`config.mk`:
```
export PLATFORM = sky130hd
export DESIGN_NAME = pe_tile
export DESIGN_NICKNAME = d
export VERILOG_FILES = /design/src/logic/tile_fabric_pkg.sv /design/src/logic/tile_cfg_pkg.sv /design/src/logic/cfg_bus_if.sv /design/src/logic/pe_tile.sv /design/src/logic/switch_box.sv /design/src/logic/logic_block.sv /design/src/logic/connect_box.sv /design/src/logic/cfg_decoder.sv
export SDC_FILE = /design/constraint.sdc
export NUM_CORES = 1
export LEC_CHECK = 0
export ABC_AREA = 1
export BUFFER_PORTS_ARGS = -buffer_cell sky130_fd_sc_hd__buf_2
export CAP_MARGIN = 20
export CORE_MARGIN = 2
export CORE_UTILIZATION = 55
export DETAILED_ROUTE_END_ITERATION = 10
export GPL_ROUTABILITY_DRIVEN = 0
export GPL_TIMING_DRIVEN = 0
export HOLD_SLACK_MARGIN = 0.03
export PLACE_DENSITY_LB_ADDON = 0.05
export SLEW_MARGIN = 20
export SYNTH_ARGS = -nofsm -noshare
export SYNTH_HDL_FRONTEND = slang
export SYNTH_SLANG_ARGS = --single-unit
```
`constraint.sdc`:
```
create_clock -name clk -period 3.6 [get_ports clk]
set_clock_uncertainty 0.15 [all_clocks]
set_input_delay 0.72 -clock clk [delete_from_list [all_inputs] [get_ports clk]]
set_output_delay 0.72 -clock clk [all_outputs]
set_load 0.01 [all_outputs]
```
`src/logic/tile_fabric_pkg.sv`:
```
package tile_fabric_pkg;

   localparam int num_sides  = 4;
   localparam int num_tracks = 4;
   localparam int num_wires  = num_sides * num_tracks;

   // each output track has its own switch box select field of this width.
   localparam int sb_sel_w = 2;

   // bit index is side * num_tracks + track.
   typedef logic [num_wires-1:0]  tracks_t;
   typedef logic [num_tracks-1:0] side_tracks_t;

   typedef enum logic [2:0] {
      op_and,
      op_or,
      op_xor,
      op_nand,
      op_nor,
      op_xnor,
      op_pass_a,
      op_not_a
   } logic_op_e;

   // sources are counted from the output side, modulo num_sides.
   typedef enum logic [sb_sel_w-1:0] {
      src_next,       // side s+1.
      src_opposite,   // side s+2.
      src_prev,       // side s+3.
      src_clb
   } sb_src_e;

endpackage

```
`src/logic/tile_cfg_pkg.sv`:
```
package tile_cfg_pkg;

   // a configuration address carries the tile id in its low half
   // and the target code in its high half.
   localparam int id_w   = 16;
   localparam int addr_w = 2 * id_w;
   localparam int data_w = 32;

   // field widths inside the configuration data word.
   localparam int cb_sel_w = 2;   // track select sits in the low bits.
   localparam int op_w     = 3;   // opcode sits in the low bits.

   typedef logic [id_w-1:0]   tile_id_t;
   typedef logic [addr_w-1:0] cfg_addr_t;
   typedef logic [data_w-1:0] cfg_word_t;

   // target codes found in the high address half.
   typedef enum logic [id_w-1:0] {
      tgt_cb0 = 16'd4,
      tgt_cb1 = 16'd5,
      tgt_sb  = 16'd6,
      tgt_clb = 16'd7
   } cfg_target_e;

endpackage
```
`src/logic/cfg_bus_if.sv`:
```
`timescale 1ns/1ns

interface cfg_bus_if;
   import tile_cfg_pkg::*;

   // the write strobes last one cycle and at most one is high at a time.
   logic      wr_cb0;
   logic      wr_cb1;
   logic      wr_sb;
   logic      wr_clb;
   cfg_word_t data;

   modport source (
      output wr_cb0,
      output wr_cb1,
      output wr_sb,
      output wr_clb,
      output data
   );

   modport sink (
      input wr_cb0,
      input wr_cb1,
      input wr_sb,
      input wr_clb,
      input data
   );

endinterface

```
`src/logic/pe_tile.sv`:
```
`timescale 1ns/1ns

module pe_tile (
   input  logic                     clk,
   input  logic                     arst_n,
   input  tile_cfg_pkg::cfg_addr_t  config_addr,
   input  tile_cfg_pkg::cfg_word_t  config_data,
   input  tile_cfg_pkg::tile_id_t   tile_id,
   input  tile_fabric_pkg::tracks_t tracks_in,
   output tile_fabric_pkg::tracks_t tracks_out
);
   import tile_cfg_pkg::*;
   import tile_fabric_pkg::*;

   logic operand0;
   logic operand1;
   logic clb_result;

   cfg_bus_if cfg ();

   cfg_decoder u_dec (
      .clk         (clk),
      .arst_n      (arst_n),
      .config_addr (config_addr),
      .config_data (config_data),
      .tile_id     (tile_id),
      .cfg         (cfg.source)
   );

   // operand a comes from side 0, operand b from side 1.
   connect_box cb0 (
      .clk     (clk),
      .arst_n  (arst_n),
      .cfg     (cfg.sink),
      .which   (tgt_cb0),
      .side_in (tracks_in[0 +: num_tracks]),
      .operand (operand0)
   );

   connect_box cb1 (
      .clk     (clk),
      .arst_n  (arst_n),
      .cfg     (cfg.sink),
      .which   (tgt_cb1),
      .side_in (tracks_in[num_tracks +: num_tracks]),
      .operand (operand1)
   );

   logic_block clb (
      .clk      (clk),
      .arst_n   (arst_n),
      .cfg      (cfg.sink),
      .operand0 (operand0),
      .operand1 (operand1),
      .result   (clb_result)
   );

   switch_box sb (
      .clk        (clk),
      .arst_n     (arst_n),
      .cfg        (cfg.sink),
      .tracks_in  (tracks_in),
      .clb_result (clb_result),
      .tracks_out (tracks_out)
   );

endmodule

```
`src/logic/switch_box.sv`:
```
`timescale 1ns/1ns

module switch_box (
   input  logic                    clk,
   input  logic                    arst_n,
   cfg_bus_if.sink                 cfg,
   input  tile_fabric_pkg::tracks_t tracks_in,
   input  logic                    clb_result,
   output tile_fabric_pkg::tracks_t tracks_out
);
   import tile_fabric_pkg::*;

   sb_src_e sel [num_wires];
   tracks_t nxt;

   // field for output wire i sits at bit i * sb_sel_w of the data word.
   always_ff @(posedge clk or negedge arst_n) begin
      if (!arst_n) begin
         for (int i = 0; i < num_wires; i++) begin
            sel[i] <= src_next;
         end
      end else if (cfg.wr_sb) begin
         for (int i = 0; i < num_wires; i++) begin
            sel[i] <= sb_src_e'(cfg.data[i*sb_sel_w +: sb_sel_w]);
         end
      end
   end

   // an output only ever takes the same track number from another side.
   always_comb begin
      nxt = '0;
      for (int s = 0; s < num_sides; s++) begin
         for (int t = 0; t < num_tracks; t++) begin
            case (sel[s*num_tracks + t])
               src_next: begin
                  nxt[s*num_tracks + t] = tracks_in[((s + 1) % num_sides)*num_tracks + t];
               end
               src_opposite: begin
                  nxt[s*num_tracks + t] = tracks_in[((s + 2) % num_sides)*num_tracks + t];
               end
               src_prev: begin
                  nxt[s*num_tracks + t] = tracks_in[((s + 3) % num_sides)*num_tracks + t];
               end
               default: begin
                  nxt[s*num_tracks + t] = clb_result;
               end
            endcase
         end
      end
   end

   // stage 3 is the only driver of the tile outputs.
   always_ff @(posedge clk or negedge arst_n) begin
      if (!arst_n) begin
         tracks_out <= '0;
      end else begin
         tracks_out <= nxt;
      end
   end

endmodule

```
`src/logic/logic_block.sv`:
```
`timescale 1ns/1ns

module logic_block (
   input  logic    clk,
   input  logic    arst_n,
   cfg_bus_if.sink cfg,
   input  logic    operand0,
   input  logic    operand1,
   output logic    result
);
   import tile_cfg_pkg::*;
   import tile_fabric_pkg::*;

   logic_op_e op;
   logic      a;
   logic      b;
   logic      y;

   assign a = operand0;
   assign b = operand1;

   always_ff @(posedge clk or negedge arst_n) begin
      if (!arst_n) begin
         op <= op_and;
      end else if (cfg.wr_clb) begin
         op <= logic_op_e'(cfg.data[op_w-1:0]);
      end
   end

   always_comb begin
      case (op)
         op_and:    y = a & b;
         op_or:     y = a | b;
         op_xor:    y = a ^ b;
         op_nand:   y = ~(a & b);
         op_nor:    y = ~(a | b);
         op_xnor:   y = ~(a ^ b);
         op_pass_a: y = a;
         op_not_a:  y = ~a;
         default:   y = 1'b0;
      endcase
   end

   // stage 2 registers the result one cycle behind the connect boxes.
   always_ff @(posedge clk or negedge arst_n) begin
      if (!arst_n) begin
         result <= 1'b0;
      end else begin
         result <= y;
      end
   end

endmodule

```
`src/logic/connect_box.sv`:
```
`timescale 1ns/1ns

module connect_box (
   input  logic                         clk,
   input  logic                         arst_n,
   cfg_bus_if.sink                      cfg,
   input  tile_cfg_pkg::cfg_target_e    which,
   input  tile_fabric_pkg::side_tracks_t side_in,
   output logic                         operand
);
   import tile_cfg_pkg::*;

   logic                wr;
   logic [cb_sel_w-1:0] sel;

   // each instance listens to the strobe of its own target.
   always_comb begin
      case (which)
         tgt_cb0: wr = cfg.wr_cb0;
         tgt_cb1: wr = cfg.wr_cb1;
         default: wr = 1'b0;
      endcase
   end

   always_ff @(posedge clk or negedge arst_n) begin
      if (!arst_n) begin
         sel <= '0;
      end else if (wr) begin
         sel <= cfg.data[cb_sel_w-1:0];
      end
   end

   // stage 1 of the data path.
   always_ff @(posedge clk or negedge arst_n) begin
      if (!arst_n) begin
         operand <= 1'b0;
      end else begin
         operand <= side_in[sel];
      end
   end

endmodule

```
`src/logic/cfg_decoder.sv`:
```
`timescale 1ns/1ns

module cfg_decoder (
   input  logic                    clk,
   input  logic                    arst_n,
   input  tile_cfg_pkg::cfg_addr_t config_addr,
   input  tile_cfg_pkg::cfg_word_t config_data,
   input  tile_cfg_pkg::tile_id_t  tile_id,
   cfg_bus_if.source               cfg
);
   import tile_cfg_pkg::*;

   logic        hit;
   cfg_target_e target;

   assign hit    = (config_addr[id_w-1:0] == tile_id);
   assign target = cfg_target_e'(config_addr[addr_w-1:id_w]);

   // codes outside the map fall through every compare and raise nothing.
   always_ff @(posedge clk or negedge arst_n) begin
      if (!arst_n) begin
         cfg.wr_cb0 <= 1'b0;
         cfg.wr_cb1 <= 1'b0;
         cfg.wr_sb  <= 1'b0;
         cfg.wr_clb <= 1'b0;
      end else begin
         cfg.wr_cb0 <= hit && (target == tgt_cb0);
         cfg.wr_cb1 <= hit && (target == tgt_cb1);
         cfg.wr_sb  <= hit && (target == tgt_sb);
         cfg.wr_clb <= hit && (target == tgt_clb);
      end
   end

   always_ff @(posedge clk) begin
      cfg.data <= config_data;   // lines up with the strobes.
   end

endmodule

```
==> results.md <==
Finish:
- The utilization after layout is 71.34%.
- For this run, the post-layout net count is 662.
- Cells with a size suffix above 1 make up 25.04% of the layout.
- Relative to the synthesized area, the layout overhead comes to 23.55%.
- The finished layout holds 644 standard cells, fillers aside.
- The number of diodes is 0.
- Summing all non-filler instances in the final layout gives an area of 0.004582 mm^2.

Run status:
- The flow ran to the end, and the final reports show no timing, DRC or antenna violations.

Setup path:
- The data arrival time at the worst-slack endpoint is 890 ps.
- The biggest fanout along the worst timing path is 1.
- The signal on the critical path passes through buf_2.
- STA puts the critical path data required time at 2730 ps.
- On the critical path, the stage with the largest delay is an instance of dfrtp_1.
- The kind of cell adding the most delay to the critical path is flip-flops.
- Together, buffers and inverters on the worst path number 1.
- The type of element launching the critical path is a register.
- The category of the most critical setup path is reg2out.
- STA classifies the critical path endpoint as a primary output.
- The peak per-stage delay on the critical path is 400 ps.

Routing:
- The count of nets left with antenna violations after detail routing is 0.
- The detailed-route wire length per cell is 12.69 um.
- After detailed routing, the number of vias per cell comes to 4.960.
- The detailed router placed 3194 vias in this run.
- For this run, design rule violations remaining after detail routing come to 0.
- The initial DRC count is 207.
- The overall routed net length is 8.174 mm.
- For this run, the detailed router's first-pass iteration total came to 4.

Place:
- After legalization and detailed placement, the total HPWL measured 6.048 mm.
- The number of placed cells counting well taps is 628.
- The standard cell area after detailed placement is 0.004373 mm^2.
- The setup slack at placement is 1946 ps.
- During placement, the flow inserted port buffers numbering 113.

Clocking:
- The count of hold buffers inserted by post-cts repair is 0.
- The clock insertion delay at the later pin of the skew report is 360 ps.
- The level count of the clock H-tree is 3.
- After clock tree synthesis, the setup repair step added 0 buffers.
- The count of cells resized by post-cts repair is 0.
- The total number of clock tree sinks is 94.
- The clock-pin slew on the worst setup and hold paths is 90 ps.
- Clock tree synthesis inserted a total of 9 buffers.
- The tree is rooted in a clkbuf_8.
- The deepest clock path buffer count is 2.
- TritonCTS built the clock tree.

Timing:
- The final hold violation count is 0.
- Setup violations remaining at the end of the flow were counted as 0.
- The minimum clock period after layout is 1759 ps.
- The number of max-slew violations in the final report is 0.
- The measured slew at the worst slew-check pin is 776.1 ps.
- Setup slack on the critical path of the routed design comes to 1842 ps.
- The headroom to the max-slew limit is 48.26%.
- Hold timing on the final database bottoms out at a slack of 288.3 ps.
- Static timing analysis puts the maximum clock frequency at 568.7 MHz.
- Setup repair after global routing left no endpoint under its margin.
- The sum of negative setup slack is 0 ps.
- Dividing the final minimum period by the clock period gives 48.85%.

Logic synthesis:
- The basic-gate share of the synthesized area counting and, or, nand and nor cells is 15.32%.
- The share of synthesized area spent on multiplexers is 1.215%.
- Synthesis instantiated 18 different standard cells from the library.
- The total of flip-flops plus latches after synthesis is 94.
- The post-synthesis adder-cell area fraction is 0.6748%.
- Summing every instance area after synthesis gives 0.003709 mm^2.
- Yosys printed 0 warnings.
- Of the total synthesized cell area, the portion taken by XOR and XNOR cells is 0%.
- By area, the combinational part of the netlist is dominated by simple AND/OR/NAND/NOR gates.
- The number of instances in the synthesized netlist is 438.
- Synthesis produced a netlist with a net count of 538.
- A synthesized cell averages 8.467 um^2.
- The area fraction in compound gates after synthesis is 15.01%.
- The register area share after synthesis is 59.11%.

Floorplan:
- The die covers 0.007416 mm^2.
- The row count is 29.
- For this design the top-level I/O count stands at 114.
- The y dimension of the die is 86.12 um.
- For this configuration, the core starts out at a cell density of 57.74%.
- The region available for standard cell placement spans 0.006422 mm^2.
- From left edge to right edge, the die measures 86.12 um.

Job:
- The tool flagged a number of max-cap violations equal to 0.

Global route:
- The global-route wire length before repair is 13.32 mm.
- The number of antenna violations at the first check in global routing is 0.
- The total overflow reported by the global router is 0.
- The number of global-route vias before repair was 3060.
- The largest net degree at the start of global routing is 63.
- The total global routing track utilization is 23.14%.

Power and ir drop:
- The power per unit of standard cell area is 421.3 mW/mm^2.
- The leakage component of the power is 2.371 nW.
- The worst ir drop on vdd is 0.2793 mV.
- The overall power consumption is 1.930 mW.

Min path:
- The worst hold path belongs to the class in2async.
==> synthesized netlist by cell type <==
master / instances / area share (%)
a21oi_1: 23 / 3.1
buf_2: 5 / 0.67
buf_6: 1 / 0.30
clkbuf_1: 2 / 0.20
dfrtp_1: 62 / 42
dfxtp_1: 32 / 17
ha_1: 2 / 0.67
inv_1: 74 / 7.5
mux2_2: 4 / 1.2
nand2_1: 86 / 8.7
nand2_2: 1 / 0.17
nand3_1: 6 / 0.81
nor2_1: 49 / 5.0
nor2_2: 2 / 0.34
nor3_1: 1 / 0.13
nor3b_1: 1 / 0.20
o21ai_0: 82 / 11
o22ai_1: 5 / 0.84
==> sequential cells by signal, indices dropped and copies added (netlist names), 2 cells and up <==
name / cells
sb.sel: 32
sb.tracks_out: 16
cb1.sel: 2
u_dec.cfg.data: 32
clb.op: 3
cb0.sel: 2
==> cells by family (layout without fill, tap and decap cells) <==
kind of cell               Yosys count  after routing
DFF                                 94             94
and+or+nand+nor                    146            146
buffers and inverters               82            211
adders and majority gates            2              2
AOI/OAI and AO/OA                  110            110
muxes                                4              4
==> final timing paths <==
path / start / to / slack (ps) / cells after the start
max in group asynchronous: arst_n / sb.sel[18]$_DFFE_PN0P_ / 2500 / 1
worst min-delay path: arst_n / sb.tracks_out[12]$_DFF_PN0_ / 290 / 1
min in group clk: u_dec.cfg.data[4]$_DFF_P_ / sb.sel[26]$_DFFE_PN0P_ / 290 / 2
worst max-delay path: sb.tracks_out[14]$_DFF_PN0_ / tracks_out[14] / 1840 / 1
worst min register to register: u_dec.cfg.data[4]$_DFF_P_ / sb.sel[26]$_DFFE_PN0P_ / 290 / 2
worst max register to register: cb0.operand$_DFF_PN0_ / clb.result$_DFF_PN0_ / 2190 / 6
==> report_power, final <==
part           switching (mW)  internal, mW  leakage (nW)
clock network           0.361         0.338         0.106
logic                  0.0749        0.0649          1.17
registers              0.0124          1.08          1.09
total                   0.449          1.48          2.37
==> area by class of cell <==
cell class	count	area (um^2)
Sequential cell	94	2192
Fill cell	535	1841
Multi-Input combinational cell	262	1195
Timing Repair Buffer	113	568.0
Inverter	74	277.8
Clock buffer	11	173.9
Tap cell	77	96.34
Buffer	8	43.79
Clock inverter	5	35.03
==> layer usage <==
layer  GRT usage, %  part of all wire [%]  up-vias
met5              0                     0        -
met4          5.772                  0.75        0
met3          7.315                   7.1        6
met2          41.09                    52      108
met1          27.16                    40     1458
li1               -                     -     1622
==> placed cells by master (no fill, tap or decap), types with 2 or more instances in the layout <==
master,instances
o22ai_1,5
clkbuf_1,2
inv_6,2
clkbuf_16,2
clkbuf_8,9
a21oi_1,23
clkinv_2,2
buf_2,117
dfrtp_1,62
inv_1,74
nor2_1,49
dfxtp_1,32
nand2_1,86
mux2_2,4
o21ai_0,82
nand3_1,6
ha_1,2
nor2_2,2
Power figures use the tool's default switching activity.
